`config.mk`:
```
export PLATFORM = sky130hd
export DESIGN_NAME = control_unit
export DESIGN_NICKNAME = d
export VERILOG_FILES = /design/src/hdl/cpu_ctrl_pkg.sv /design/src/hdl/control_unit.sv /design/src/hdl/ctrl_sequencer.sv /design/src/hdl/mem_addr_gen.sv /design/src/hdl/opcode_decoder.sv
export SDC_FILE = /design/constraint.sdc
export NUM_CORES = 1
export LEC_CHECK = 0
export ABC_CLOCK_PERIOD_IN_PS = 4800
export BUFFER_PORTS_ARGS = -buffer_cell sky130_fd_sc_hd__buf_2
export CORE_ASPECT_RATIO = 1.4
export CORE_MARGIN = 10
export CORE_UTILIZATION = 40
export DETAILED_ROUTE_END_ITERATION = 6
export SYNTH_ARGS = -nofsm -noshare
export SYNTH_HDL_FRONTEND = slang
export SYNTH_HIERARCHICAL = 1
export SYNTH_SLANG_ARGS = --single-unit
```
`constraint.sdc`:
```
create_clock -name clk -period 4.8 [get_ports clk]
set_input_delay 0.48 -clock clk [delete_from_list [all_inputs] [get_ports clk]]
set_output_delay 0.48 -clock clk [all_outputs]
set_load 0.03 [all_outputs]
```
`src/hdl/cpu_ctrl_pkg.sv`:
```
/*
 * CPU control unit package
 * Opcodes, ALU operation codes, flag positions and decode enums
 */
`default_nettype none

package cpu_ctrl_pkg;

    localparam int DATA_W = 8;
    localparam int ADDR_W = 16;

    // ==============================
    // Opcodes
    // ==============================
    typedef logic [DATA_W-1:0] opcode_t;

    localparam opcode_t OPC_NOP     = 8'h00;
    localparam opcode_t OPC_LDA_IMM = 8'h01;
    localparam opcode_t OPC_LDA_DIR = 8'h02;
    localparam opcode_t OPC_STA_DIR = 8'h03;
    localparam opcode_t OPC_LDX_IMM = 8'h04;
    localparam opcode_t OPC_LDY_IMM = 8'h05;

    localparam opcode_t OPC_ADD_IMM = 8'h10;
    localparam opcode_t OPC_SUB_IMM = 8'h11;
    localparam opcode_t OPC_MUL     = 8'h12;
    localparam opcode_t OPC_DIV     = 8'h13;
    localparam opcode_t OPC_INC     = 8'h14;
    localparam opcode_t OPC_DEC     = 8'h15;

    localparam opcode_t OPC_AND_IMM = 8'h20;
    localparam opcode_t OPC_OR_IMM  = 8'h21;
    localparam opcode_t OPC_XOR_IMM = 8'h22;
    localparam opcode_t OPC_NOT     = 8'h23;

    localparam opcode_t OPC_SHL     = 8'h30;
    localparam opcode_t OPC_SHR     = 8'h31;
    localparam opcode_t OPC_ROL     = 8'h32;
    localparam opcode_t OPC_ROR     = 8'h33;

    localparam opcode_t OPC_CMP_IMM = 8'h40;

    localparam opcode_t OPC_BEQ     = 8'h50;
    localparam opcode_t OPC_BNE     = 8'h51;
    localparam opcode_t OPC_BMI     = 8'h52;
    localparam opcode_t OPC_BPL     = 8'h53;
    localparam opcode_t OPC_BCS     = 8'h54;
    localparam opcode_t OPC_BCC     = 8'h55;
    localparam opcode_t OPC_BRA     = 8'h56;
    localparam opcode_t OPC_JMP     = 8'h60;

    // ==============================
    // ALU operations
    // ==============================
    typedef enum logic [3:0] {
        ALU_ADD = 4'h0, ALU_SUB = 4'h1, ALU_MUL = 4'h2, ALU_DIV = 4'h3,
        ALU_AND = 4'h4, ALU_OR  = 4'h5, ALU_XOR = 4'h6, ALU_NOT = 4'h7,
        ALU_SHL = 4'h8, ALU_SHR = 4'h9, ALU_ROL = 4'hA, ALU_ROR = 4'hB,
        ALU_INC = 4'hC, ALU_DEC = 4'hD, ALU_CMP = 4'hE
    } alu_op_t;

    // Bit positions in the flags word
    localparam int FLAG_C = 0;
    localparam int FLAG_Z = 1;
    localparam int FLAG_N = 2;
    localparam int FLAG_V = 3;

    // ==============================
    // Decode and sequencing enums
    // ==============================
    typedef enum logic [2:0] {
        CL_NOP, CL_LOAD_IMM, CL_LOAD_DIR, CL_STORE_DIR,
        CL_ALU_IMM, CL_ALU_IMPL, CL_BRANCH, CL_JUMP
    } instr_class_t;

    typedef enum logic [1:0] {DEST_NONE, DEST_ACC, DEST_X, DEST_Y} dest_t;

    typedef enum logic [2:0] {
        COND_ALWAYS, COND_Z, COND_NZ, COND_N, COND_NN, COND_C, COND_NC
    } cond_t;

    typedef enum logic [2:0] {
        ASEL_HOLD, ASEL_PC, ASEL_PC_NEXT, ASEL_OPERAND, ASEL_BRANCH, ASEL_JUMP
    } addr_sel_t;

endpackage

`default_nettype wire

```
`src/hdl/control_unit.sv`:
```
/*
 * CPU control unit top
 * Ties together the opcode decoder, sequencer and address generator
 */
`timescale 1ns/10ps
`default_nettype none

module control_unit (
    input  wire                             clk,
    input  wire                             reset,
    input  wire [cpu_ctrl_pkg::DATA_W-1:0]  flags,
    input  wire                             alu_done,
    input  wire [cpu_ctrl_pkg::DATA_W-1:0]  data_bus,
    input  wire [cpu_ctrl_pkg::ADDR_W-1:0]  pc_current,
    output logic                            acc_write,
    output logic                            x_write,
    output logic                            y_write,
    output logic                            pc_inc,
    output logic                            pc_load,
    output logic                            mem_read,
    output logic                            mem_write,
    output cpu_ctrl_pkg::alu_op_t           alu_operation,
    output logic                            alu_start,
    output logic [cpu_ctrl_pkg::ADDR_W-1:0] mem_addr,
    output logic [cpu_ctrl_pkg::ADDR_W-1:0] pc_direct,
    output logic                            done
);

    import cpu_ctrl_pkg::*;

    opcode_t      opcode;
    instr_class_t instr_class;
    alu_op_t      alu_op;
    dest_t        dest;
    cond_t        cond;
    addr_sel_t    addr_sel;

    opcode_decoder u_decoder (
        .opcode      (opcode),
        .instr_class (instr_class),
        .alu_op      (alu_op),
        .dest        (dest),
        .cond        (cond)
    );

    ctrl_sequencer u_sequencer (
        .clk           (clk),
        .reset         (reset),
        .data_bus      (data_bus),
        .flags         (flags),
        .alu_done      (alu_done),
        .instr_class   (instr_class),
        .alu_op        (alu_op),
        .dest          (dest),
        .cond          (cond),
        .opcode        (opcode),
        .addr_sel      (addr_sel),
        .acc_write     (acc_write),
        .x_write       (x_write),
        .y_write       (y_write),
        .pc_inc        (pc_inc),
        .pc_load       (pc_load),
        .mem_read      (mem_read),
        .mem_write     (mem_write),
        .alu_start     (alu_start),
        .done          (done),
        .alu_operation (alu_operation)
    );

    mem_addr_gen u_addr_gen (
        .clk        (clk),
        .reset      (reset),
        .addr_sel   (addr_sel),
        .pc_current (pc_current),
        .data_bus   (data_bus),
        .mem_addr   (mem_addr),
        .pc_direct  (pc_direct)
    );

endmodule

`default_nettype wire

```
`src/hdl/ctrl_sequencer.sv`:
```
/*
 * Control sequencer
 * Fetch, decode and execute FSM issuing register, memory, PC and ALU strobes
 */
`timescale 1ns/10ps
`default_nettype none

module ctrl_sequencer (
    input  wire                              clk,
    input  wire                              reset,
    input  wire  [cpu_ctrl_pkg::DATA_W-1:0]  data_bus,
    input  wire  [cpu_ctrl_pkg::DATA_W-1:0]  flags,
    input  wire                              alu_done,
    input  wire  cpu_ctrl_pkg::instr_class_t instr_class,
    input  wire  cpu_ctrl_pkg::alu_op_t      alu_op,
    input  wire  cpu_ctrl_pkg::dest_t        dest,
    input  wire  cpu_ctrl_pkg::cond_t        cond,
    output cpu_ctrl_pkg::opcode_t            opcode,
    output cpu_ctrl_pkg::addr_sel_t          addr_sel,
    output logic                             acc_write,
    output logic                             x_write,
    output logic                             y_write,
    output logic                             pc_inc,
    output logic                             pc_load,
    output logic                             mem_read,
    output logic                             mem_write,
    output logic                             alu_start,
    output logic                             done,
    output cpu_ctrl_pkg::alu_op_t            alu_operation
);

    import cpu_ctrl_pkg::*;

    typedef enum logic [2:0] {
        S_IDLE, S_FETCH, S_DECODE, S_OPERAND,
        S_DIR_READ, S_STORE, S_ALU_WAIT, S_PC_LOAD
    } state_t;

    state_t  state, state_nxt;
    opcode_t opcode_q;
    logic    dir_data;     // Second cycle of the direct read
    logic    wr_en;
    logic    cond_ok;

    // Opcode byte sits on the bus during DECODE and is held after that
    assign opcode        = (state == S_DECODE) ? data_bus : opcode_q;
    assign alu_operation = alu_op;

    always_comb begin
        case (cond)
            COND_Z:  cond_ok = flags[FLAG_Z];
            COND_NZ: cond_ok = !flags[FLAG_Z];
            COND_N:  cond_ok = flags[FLAG_N];
            COND_NN: cond_ok = !flags[FLAG_N];
            COND_C:  cond_ok = flags[FLAG_C];
            COND_NC: cond_ok = !flags[FLAG_C];
            default: cond_ok = 1'b1;
        endcase
    end

    // ==============================
    // Next state and strobes
    // ==============================
    always_comb begin
        state_nxt = state;
        addr_sel  = ASEL_HOLD;
        wr_en     = 1'b0;
        pc_inc    = 1'b0;
        pc_load   = 1'b0;
        mem_read  = 1'b0;
        mem_write = 1'b0;
        alu_start = 1'b0;
        done      = 1'b0;
        case (state)
            S_IDLE: begin
                addr_sel  = ASEL_PC;
                state_nxt = S_FETCH;
            end
            S_FETCH: begin
                mem_read  = 1'b1;
                pc_inc    = 1'b1;
                addr_sel  = ASEL_PC_NEXT;     // Operand address for the byte after the opcode
                state_nxt = S_DECODE;
            end
            S_DECODE: begin
                case (instr_class)
                    CL_NOP: begin
                        done      = 1'b1;
                        state_nxt = S_IDLE;
                    end
                    CL_ALU_IMPL: begin
                        alu_start = 1'b1;
                        state_nxt = S_ALU_WAIT;
                    end
                    default: begin
                        mem_read  = 1'b1;
                        pc_inc    = 1'b1;
                        state_nxt = S_OPERAND;
                    end
                endcase
            end
            S_OPERAND: begin
                state_nxt = S_IDLE;
                case (instr_class)
                    CL_LOAD_IMM: begin
                        wr_en = 1'b1;
                        done  = 1'b1;
                    end
                    CL_LOAD_DIR: begin
                        addr_sel  = ASEL_OPERAND;
                        state_nxt = S_DIR_READ;
                    end
                    CL_STORE_DIR: begin
                        addr_sel  = ASEL_OPERAND;
                        state_nxt = S_STORE;
                    end
                    CL_ALU_IMM: begin
                        alu_start = 1'b1;
                        state_nxt = S_ALU_WAIT;
                    end
                    CL_BRANCH: begin
                        if (cond_ok) begin
                            addr_sel  = ASEL_BRANCH;
                            state_nxt = S_PC_LOAD;
                        end else begin
                            done = 1'b1;           // Not taken and offset already consumed
                        end
                    end
                    CL_JUMP: begin
                        addr_sel  = ASEL_JUMP;
                        state_nxt = S_PC_LOAD;
                    end
                    default: done = 1'b1;
                endcase
            end
            S_DIR_READ: begin
                if (!dir_data) begin
                    mem_read = 1'b1;
                end else begin
                    wr_en     = 1'b1;
                    done      = 1'b1;
                    state_nxt = S_IDLE;
                end
            end
            S_STORE: begin
                mem_write = 1'b1;
                done      = 1'b1;
                state_nxt = S_IDLE;
            end
            S_ALU_WAIT: begin
                if (alu_done) begin
                    wr_en     = 1'b1;              // CMP decodes to DEST_NONE
                    done      = 1'b1;
                    state_nxt = S_IDLE;
                end
            end
            S_PC_LOAD: begin
                pc_load   = 1'b1;
                done      = 1'b1;
                state_nxt = S_IDLE;
            end
            default: state_nxt = S_IDLE;
        endcase
    end

    assign acc_write = wr_en && (dest == DEST_ACC);
    assign x_write   = wr_en && (dest == DEST_X);
    assign y_write   = wr_en && (dest == DEST_Y);

    always_ff @(posedge clk or posedge reset) begin
        if (reset) begin
            state    <= S_IDLE;
            opcode_q <= OPC_NOP;
            dir_data <= 1'b0;
        end else begin
            state <= state_nxt;
            if (state == S_DECODE) begin
                opcode_q <= data_bus;
            end
            if (state == S_DIR_READ) begin
                dir_data <= !dir_data;
            end
        end
    end

    // ==============================
    // Checks
    // ==============================
    a_rd_wr_excl: assert property (@(posedge clk) disable iff (reset)
        !(mem_read && mem_write));

    a_done_pulse: assert property (@(posedge clk) disable iff (reset)
        done |=> !done);

    a_load_no_mem: assert property (@(posedge clk) disable iff (reset)
        pc_load |-> !(mem_read || mem_write));

endmodule

`default_nettype wire

```
`src/hdl/mem_addr_gen.sv`:
```
/*
 * Memory address generator
 * Holds the memory address register and forms branch and jump targets
 */
`timescale 1ns/10ps
`default_nettype none

module mem_addr_gen (
    input  wire                             clk,
    input  wire                             reset,
    input  wire cpu_ctrl_pkg::addr_sel_t    addr_sel,
    input  wire [cpu_ctrl_pkg::ADDR_W-1:0]  pc_current,
    input  wire [cpu_ctrl_pkg::DATA_W-1:0]  data_bus,
    output logic [cpu_ctrl_pkg::ADDR_W-1:0] mem_addr,
    output logic [cpu_ctrl_pkg::ADDR_W-1:0] pc_direct
);

    import cpu_ctrl_pkg::*;

    logic [ADDR_W-1:0] zero_ext;
    logic [ADDR_W-1:0] sign_ext;

    assign zero_ext = {{(ADDR_W-DATA_W){1'b0}}, data_bus};
    assign sign_ext = {{(ADDR_W-DATA_W){data_bus[DATA_W-1]}}, data_bus};

    // ==============================
    // Address and target registers
    // ==============================
    always_ff @(posedge clk or posedge reset) begin
        if (reset) begin
            mem_addr  <= '0;
            pc_direct <= '0;
        end else begin
            case (addr_sel)
                ASEL_PC:      mem_addr  <= pc_current;
                ASEL_PC_NEXT: mem_addr  <= pc_current + ADDR_W'(1);
                ASEL_OPERAND: mem_addr  <= zero_ext;            // Page zero
                // PC already points past the offset byte here
                ASEL_BRANCH:  pc_direct <= pc_current + sign_ext;
                ASEL_JUMP:    pc_direct <= zero_ext;
                default:      mem_addr  <= mem_addr;
            endcase
        end
    end

    a_sel_known: assert property (@(posedge clk) disable iff (reset)
        !$isunknown(addr_sel));

endmodule

`default_nettype wire

```
`src/hdl/opcode_decoder.sv`:
```
/*
 * Opcode decoder
 * Maps an opcode to instruction class, ALU operation, destination
 * register and branch condition. Unknown opcodes decode as NOP
 */
`timescale 1ns/10ps
`default_nettype none

module opcode_decoder (
    input  wire cpu_ctrl_pkg::opcode_t opcode,
    output cpu_ctrl_pkg::instr_class_t instr_class,
    output cpu_ctrl_pkg::alu_op_t      alu_op,
    output cpu_ctrl_pkg::dest_t        dest,
    output cpu_ctrl_pkg::cond_t        cond
);

    import cpu_ctrl_pkg::*;

    typedef struct packed {
        instr_class_t cls;
        alu_op_t      op;
        dest_t        dst;
        cond_t        cnd;
    } dec_entry_t;

    dec_entry_t entry;

    // ==============================
    // Decode table
    // ==============================
    always_comb begin
        entry = '{CL_NOP, ALU_ADD, DEST_NONE, COND_ALWAYS};   // NOP and anything unknown
        case (opcode)
            // Loads and stores
            OPC_LDA_IMM: entry = '{CL_LOAD_IMM, ALU_ADD, DEST_ACC, COND_ALWAYS};
            OPC_LDX_IMM: entry = '{CL_LOAD_IMM, ALU_ADD, DEST_X, COND_ALWAYS};
            OPC_LDY_IMM: entry = '{CL_LOAD_IMM, ALU_ADD, DEST_Y, COND_ALWAYS};
            OPC_LDA_DIR: entry = '{CL_LOAD_DIR, ALU_ADD, DEST_ACC, COND_ALWAYS};
            OPC_STA_DIR: entry = '{CL_STORE_DIR, ALU_ADD, DEST_NONE, COND_ALWAYS};

            // Immediate operand ALU ops
            OPC_ADD_IMM: entry = '{CL_ALU_IMM, ALU_ADD, DEST_ACC, COND_ALWAYS};
            OPC_SUB_IMM: entry = '{CL_ALU_IMM, ALU_SUB, DEST_ACC, COND_ALWAYS};
            OPC_AND_IMM: entry = '{CL_ALU_IMM, ALU_AND, DEST_ACC, COND_ALWAYS};
            OPC_OR_IMM:  entry = '{CL_ALU_IMM, ALU_OR, DEST_ACC, COND_ALWAYS};
            OPC_XOR_IMM: entry = '{CL_ALU_IMM, ALU_XOR, DEST_ACC, COND_ALWAYS};
            OPC_CMP_IMM: entry = '{CL_ALU_IMM, ALU_CMP, DEST_NONE, COND_ALWAYS};

            // Implied ALU ops
            OPC_MUL:     entry = '{CL_ALU_IMPL, ALU_MUL, DEST_ACC, COND_ALWAYS};
            OPC_DIV:     entry = '{CL_ALU_IMPL, ALU_DIV, DEST_ACC, COND_ALWAYS};
            OPC_INC:     entry = '{CL_ALU_IMPL, ALU_INC, DEST_ACC, COND_ALWAYS};
            OPC_DEC:     entry = '{CL_ALU_IMPL, ALU_DEC, DEST_ACC, COND_ALWAYS};
            OPC_NOT:     entry = '{CL_ALU_IMPL, ALU_NOT, DEST_ACC, COND_ALWAYS};
            OPC_SHL:     entry = '{CL_ALU_IMPL, ALU_SHL, DEST_ACC, COND_ALWAYS};
            OPC_SHR:     entry = '{CL_ALU_IMPL, ALU_SHR, DEST_ACC, COND_ALWAYS};
            OPC_ROL:     entry = '{CL_ALU_IMPL, ALU_ROL, DEST_ACC, COND_ALWAYS};
            OPC_ROR:     entry = '{CL_ALU_IMPL, ALU_ROR, DEST_ACC, COND_ALWAYS};

            // Relative branches
            OPC_BEQ:     entry = '{CL_BRANCH, ALU_ADD, DEST_NONE, COND_Z};
            OPC_BNE:     entry = '{CL_BRANCH, ALU_ADD, DEST_NONE, COND_NZ};
            OPC_BMI:     entry = '{CL_BRANCH, ALU_ADD, DEST_NONE, COND_N};
            OPC_BPL:     entry = '{CL_BRANCH, ALU_ADD, DEST_NONE, COND_NN};
            OPC_BCS:     entry = '{CL_BRANCH, ALU_ADD, DEST_NONE, COND_C};
            OPC_BCC:     entry = '{CL_BRANCH, ALU_ADD, DEST_NONE, COND_NC};
            OPC_BRA:     entry = '{CL_BRANCH, ALU_ADD, DEST_NONE, COND_ALWAYS};

            OPC_JMP:     entry = '{CL_JUMP, ALU_ADD, DEST_NONE, COND_ALWAYS};
            default:     entry = '{CL_NOP, ALU_ADD, DEST_NONE, COND_ALWAYS};
        endcase
    end

    assign instr_class = entry.cls;
    assign alu_op      = entry.op;
    assign dest        = entry.dst;
    assign cond        = entry.cnd;

endmodule

`default_nettype wire

```
# After elaboration in Yosys (flattened, before gate mapping)
# Memory sizes are Yosys's and may differ from the RTL's.
# Index checks and enable logic that the tools add are counted.
[word_totals] mem_bits_ro=1536 ram_bits=0 n_memories=1 regBits=44 input_bits=35 latch_bits=0
[memory_table] memory="(name not given)" words=128 word_bits=12 read_ports=1 rd_ports_with_merged_regs=0 write_ports=0 line="opcode_decoder.sv:33" rtl="case (opcode)"
[classes] mux=31 multipliers=0 div=0 add_sub_neg=2 reduce_logical=16 n_eq_ne=30 bitwise_logic=0 shift=0 n_lt_le_gt_ge=0
[op_table] cell="$pmux W16 S3" n=1
[op_table] cell="$eq A3 B3 Y1 const B" n=13
[op_table] cell="$pmux W16 S2" n=1
[op_table] cell="$eq A3 B2 Y1 const B" n=8
[op_table] cell="$pmux W3 S7" n=1
[op_table] cell="$pmux W3 S3" n=2
[op_table] cell="$add A16 B1 Y16 const B" n=1
[op_table] cell="$add A16 B16 Y16" n=1
[op_table] cell="$pmux W3 S5" n=1
[op_table] cell="$eq A3 B1 Y1 const B" n=4
[op_table] cell="$mux W12" n=1
[op_table] cell="$mux W3" n=4
[op_table] cell="$mux W1" n=11
[op_table] cell="$mux W8" n=1
[op_table] cell="$logic_not A3 Y1" n=2
[op_table] cell="$pmux W1 S2" n=3
[op_table] cell="$pmux W1 S3" n=2
[op_table] cell="$pmux W1 S6" n=1
[op_table] cell="$pmux W3 S2" n=1
[op_table] cell="$reduce_or A2 Y1" n=3
[op_table] cell="$pmux W1 S5" n=1
[op_table] cell="$eq A2 B2 Y1 const B" n=2
[op_table] cell="$logic_not A1 Y1" n=4
[op_table] cell="$reduce_or A4 Y1" n=1
[op_table] cell="7 further kinds" n=9

# Longest topological paths before layout
# An unclocked memory read counts as a cell.
[depth] word_depth=11 depth_mapped=20 depth_no_buf=16

# Cells and area by module
# The synthesis kept the hierarchy.
[by_module_without_submodules] mod="mem_addr_gen" cells_per_inst=299 n_inst=1 seq_area_each_um2=800.8 area_each_um2=2521.2
[by_module_without_submodules] mod="ctrl_sequencer" cells_per_inst=110 n_inst=1 seq_area_each_um2=300.3 area_each_um2=950.9
[by_module_without_submodules] mod="opcode_decoder" cells_per_inst=67 n_inst=1 seq_area_each_um2=0.0 area_each_um2=409.1

# Worst setup path after synthesis
# Ideal clock, no wire load.
[synth_timing] path_kind="flip-flop to flip-flop" startpoint="register u_sequencer.state[0]" endpoint="register u_addr_gen/pc_direct[12] (netlist name)" path_slack_ps=736 t_required_ps=4735 setup_ps=65 period_less_slack_ps=4064 t_arrival_ps=3999 path_stages_with_launch=19 cell_sequence="dfrtp_1 > and2b_2 > and2_1 > buf_2 > mux2_2 > and2b_1 > nand4_1 > a211oi_1 > a22oi_1 > mux2i_1 > nor2_1 > a21oi_1 > nand2b_1 > buf_6 > or2_1 > clkbuf_1 > or3_1 > mux2i_1 > a211o_1"
[synth_between] elab_chain_cells=11 word_cells_on_any_way=26 classes_between="eq/ne: 15; mux: 7; reduce/logical: 3; memory: 1"
[synth_rtl] element="from (decl)" line="ctrl_sequencer.sv:39" rtl="state_t state, state_nxt;"
[synth_rtl] element="from (signal assigned)" line="ctrl_sequencer.sv:176" rtl="state <= state_nxt;"
[synth_rtl] element="$eq A3 B2 Y1 (*)" line="ctrl_sequencer.sv:46" rtl="assign opcode = (state == S_DECODE) ? data_bus : opcode_q;"
[synth_rtl] element="$mux W8 (*)"
[synth_rtl] element="named net opcode[5]" line="control_unit.sv:31" rtl="opcode_t opcode;"
[synth_rtl] element="$mem_v2 Z128 W12 (*)"
[synth_rtl] element="$mux W12 (*)" line="opcode_decoder.sv:33"
[synth_rtl] element="named net cond[2]" line="control_unit.sv:35" rtl="cond_t cond;"
[synth_rtl] element="$eq A3 B3 Y1, or another cell as far along" line="ctrl_sequencer.sv:50" rtl="case (cond)"
[synth_rtl] element="$pmux W1 S6 (*)" line="ctrl_sequencer.sv:50"
[synth_rtl] element="$mux W3 (*)" line="ctrl_sequencer.sv:122" rtl="if (cond_ok) begin"
[synth_rtl] element="$pmux W3 S3 (*)" line="ctrl_sequencer.sv:104" rtl="case (instr_class)"
[synth_rtl] element="$pmux W3 S3 (*)" line="ctrl_sequencer.sv:74" rtl="case (state)"
[synth_rtl] element="named net addr_sel[2]" line="control_unit.sv:36" rtl="addr_sel_t addr_sel;"
[synth_rtl] element="$eq A3 B3 Y1" line="mem_addr_gen.sv:34" rtl="case (addr_sel)"
[synth_rtl] element="$pmux W16 S2 or $reduce_bool A2 Y1 (tied branches)"
[synth_rtl] element="to (signal assigned)" line="mem_addr_gen.sv:39" rtl="ASEL_BRANCH: pc_direct <= pc_current + sign_ext;"
[synth_rtl] element="to (signal assigned)" line="mem_addr_gen.sv:40" rtl="ASEL_JUMP: pc_direct <= zero_ext;"
[synth_rtl] element="to (decl)" line="mem_addr_gen.sv:15" rtl="output logic [cpu_ctrl_pkg::ADDR_W-1:0] pc_direct"
# Mark *: on every way through the listed nets, which the timed path passes. The rest lies on a longest branch.
# A chain may end at the register's enable or synchronous reset.

# Worst setup path in the final report
[layout_timing] startpoint="register u_sequencer.state[0]" endpoint="output done"
[layout_between] elab_chain_cells=9 word_cells_on_any_way=28 classes_between="eq/ne: 17; mux: 7; reduce/logical: 3; memory: 1"
[layout_rtl] element="$eq A3 B2 Y1 (*)" line="ctrl_sequencer.sv:46"
[layout_rtl] element="$mux W8 (*)"
[layout_rtl] element="named net opcode[5]" line="control_unit.sv:31"
[layout_rtl] element="$mem_v2 Z128 W12 (*)"
[layout_rtl] element="$mux W12 (*)" line="opcode_decoder.sv:33"
[layout_rtl] element="named net cond[1]" line="control_unit.sv:35"
[layout_rtl] element="$eq A3 B3 Y1, or another cell as far along" line="ctrl_sequencer.sv:50"
[layout_rtl] element="$pmux W1 S6 (*)" line="ctrl_sequencer.sv:50"
[layout_rtl] element="$mux W1 (*)" line="ctrl_sequencer.sv:122"
[layout_rtl] element="$pmux W1 S2 (*)" line="ctrl_sequencer.sv:104"
[layout_rtl] element="$pmux W1 S5 (*)" line="ctrl_sequencer.sv:74"
[layout_rtl] element="to (decl)" line="control_unit.sv:26" rtl="output logic done"
# Marks and branches as above.

==> results.py <==
metrics = {
    "outcome": {
        "status": "finished, final reports clean",
    },
    "clock_tree": {
        "cts_sinks": 44,
        "clock_latency_ns": 0.29,
        "numCtsBuffers": 5,
        "root_buffer": "clkbuf_16",
        "clockBufferDepth": 2,
        "cts_tree": "done",
        "ctsResizeCount": 0,
        "hold_buffers": 0,
        "post-cts-setup-buffers": 0,
        "clkSlewWorstSetupHoldPaths_ns": 0.06,
        "ctsHtreeMaxLevel": 2,
    },
    "critical_path": {
        "cp_cell_sequence": "and2b_2 > and2_1 > mux2_2 > and2b_1 > nand4_1 > a21oi_1 > o22a_1 > mux2i_1 > or3_1 > o21ai_0 > buf_2",
        "start_kind": "register",
        "max_stage_delay_ns": 0.47,
        "worstSetupEndpointType": "output port",
        "rrSetupSlack_ns": 0.56,
        "cp_slowest_cell": "mux2_2",
        "reg2regPathDepth": 15,
        "crit_end": "done",
        "cp-startpoint": "u_sequencer/state[0]",
        "critPathMaxFanout": 10,
        "required_ns": 4.32,
        "r2r_start": "u_sequencer/state[0]",
        "critPathKind": "reg2out",
        "r2r-end": "u_addr_gen/pc_direct[12]",
        "crit_arrival_ns": 3.77,
    },
    "sta": {
        "slew_headroom": 0.647,
        "skew_ns": 0.00756,
        "fin_crit_sh": 0.885,
        "grt_setup_unrepaired": "no",
        "setup_viol": 0,
        "hold_violations": 0,
        "max_freq_mhz": 236,
        "setup-tns-final_ns": 0,
        "worst_pin_slew_ns": 0.527,
        "min_period_ns": 4.25,
        "slew_violations": 0,
    },
    "synthesis": {
        "synth_ff_type": "dfrtp_1",
        "ys_warn_count": 6,
        "yosysTopAreaCell": "dfrtp_1",
        "async_flop_share": 1.00,
        "syn_nets": 534,
        "synth_edf_count": 0,
        "synth_area_leaders": "dfrtp_1 28%, ha_1 7.1%, nand2_1 4.8%",
        "synthCells": 476,
        "yosys.cell_count.top_type": "nand2_1",
        "ys_types": 69,
        "ys_seq_area_frac": 0.284,
        "synth_top_area_share": 0.284,
        "syn_area_sq_um": 3880,
        "synth-seq-cells": 44,
        "synth.avg_cell_area_sq_um": 8.15,
        "synth_common_cells": "50 x nand2_1, 44 x dfrtp_1, 35 x a21oi_1, 35 x o21ai_0, 34 x nor2_1",
    },
    "cells_and_area": {
        "fin_util": 0.473,
        "final_nets": 600,
        "syn2layout_area_growth_pct": 15.3,
        "drive_gt1_frac": 0.212,
    },
    "detailed_routing": {
        "detail-route-antenna-nets": 0,
        "drtPass1Iterations": 5,
        "first_iter_violations": 255,
        "num_vias": 3792,
        "drc": 0,
        "wl_per_cell_microns": 17.3,
        "routed_via_density": 5.80,
        "drt-total-wl_mm": 11.3,
    },
    "floorplan": {
        "design.die.area_sq_um": 14100,
        "die_h_microns": 137,
        "core.rowCount": 42,
        "initial_core_util": 0.410,
        "die_w_microns": 103,
        "pin_count": 80,
        "core-area_sq_um": 9460,
    },
    "placed_design": {
        "gp_congestion": 0.893,
        "dp_hpwl_mm": 8.98,
        "io_buffers": 74,
    },
    "global_routing": {
        "grt_first_pass_wirelength_mm": 18.4,
        "grt_usage": 0.163,
        "grt_pass1_vias": 3782,
        "antenna_found_initial": 0,
        "grt_start_max_net_pins": 33,
        "grt_overflow_total": 0,
    },
    "power": {
        "ir_drop_uv": 300,
        "cellLeakagePower_nw": 2.02,
        "cellPowerDensity_nw_per_um2": 655,
    },
    "hold_path": {
        "hold_class": "in2async",
    },
    "job": {
        "cap_violations": 0,
    },
}
-- worst max-delay path, delay by kind of cell, from the launching register on --
| family | cells | cell delay (ns) |
|---|---|---|
| AOI/OAI and AO/OA | 3 | 0.87 |
| DFF | 1 | 0.37 |
| muxes | 2 | 0.57 |
| buffers and inverters | 1 | 0.23 |
| and+or+nand+nor | 5 | 1.42 |
-- cells by family after synthesis --
family | synth area share
adder cells (fa/ha/maj) | 0.0761
XOR/XNOR | 0.0429
multiplexers | 0.0680
flip-flops | 0.284
AND/OR/NAND/NOR | 0.229
AO/OA/AOI/OAI | 0.239
buffers and inverters | 0.0616
-- state kept, by name, indices dropped and copies added, names as in the netlist --
signal	flops
u_sequencer/opcode_q	8
u_sequencer/state	3
u_addr_gen/mem_addr	16
u_sequencer/dir_data	1
u_addr_gen/pc_direct	16
-- report_power, final --
part | switching (mW) | total [mW] | leakage [nW] | internal (mW)
registers | 0.0715 | 0.608 | 0.557 | 0.536
clock network | 0.139 | 0.346 | 0.0712 | 0.208
logic | 1.26 | 1.97 | 1.39 | 0.716
-- area by class of cell --
cell class                      instances  area [sq um]
Antenna cell                            1          2.50
Clock buffer                            8           146
Multi-Input combinational cell        386          2540
Inverter                               16          60.1
Timing Repair Buffer                   89           483
Fill cell                             970          4980
Sequential cell                        44          1100
Tap cell                              110           138
-- through the flow --
| stage | power [mW] | instance area, sq um | cells | hold WS, ns | setup WS, ns |
|---|---|---|---|---|---|
| floorplan | 2.12 | 3880 | 476 | 0.345 | 0.736 |
| global placement | 2.57 | 4330 | 645 | 0.460 | 0.666 |
| detailed placement | 2.60 | 4330 | 645 | 0.472 | 0.572 |
| CTS | 2.96 | 4470 | 653 | 0.231 | 0.545 |
| global route | 3.18 | 4470 | 653 | 0.262 | 0.220 |
| finish | 2.93 | 4470 | 654 | 0.207 | 0.554 |
-- worst min-delay path by stage --
stage	end	slack, ns	cells past startpoint
final	u_sequencer/state[1]	0.21	2
after global routing	u_sequencer/dir_data	0.26	2
after CTS	u_sequencer/dir_data	0.23	2
after detailed placement	u_addr_gen/pc_direct[2]	0.47	2
after global placement	u_addr_gen/pc_direct[15]	0.46	2
after floorplan	u_sequencer/dir_data	0.34	1
-- cell usage in the layout, fill, tap and decap left out, drive strengths merged, types with 5 or more instances in the layout --
cell | synthesis | layout
buf | 13 | 89
nand2 | 50 | 50
dfrtp | 44 | 44
o21ai | 44 | 44
nor2 | 36 | 36
a21oi | 35 | 35
ha | 22 | 22
nand3 | 19 | 19
inv | 16 | 16
mux2i | 14 | 14
xor2 | 11 | 11
mux2 | 11 | 11
nand2b | 10 | 10
a22oi | 9 | 9
nor3 | 9 | 9
xnor2 | 8 | 8
nand4 | 8 | 8
a21o | 8 | 8
and3 | 8 | 8
clkbuf | 17 | 8
o22a | 6 | 6
or3 | 6 | 6
nor2b | 5 | 5
o21a | 5 | 5
-- layer usage --
metal | vias up | GRT usage | share of wire
met5 | - | 0 | 0
met4 | 0 | 0.0659 | 0.023
met3 | 17 | 0.0323 | 0.054
met2 | 87 | 0.298 | 0.53
met1 | 1818 | 0.178 | 0.39
li1 | 1870 | - | -
Power figures use the tool's default switching activity.
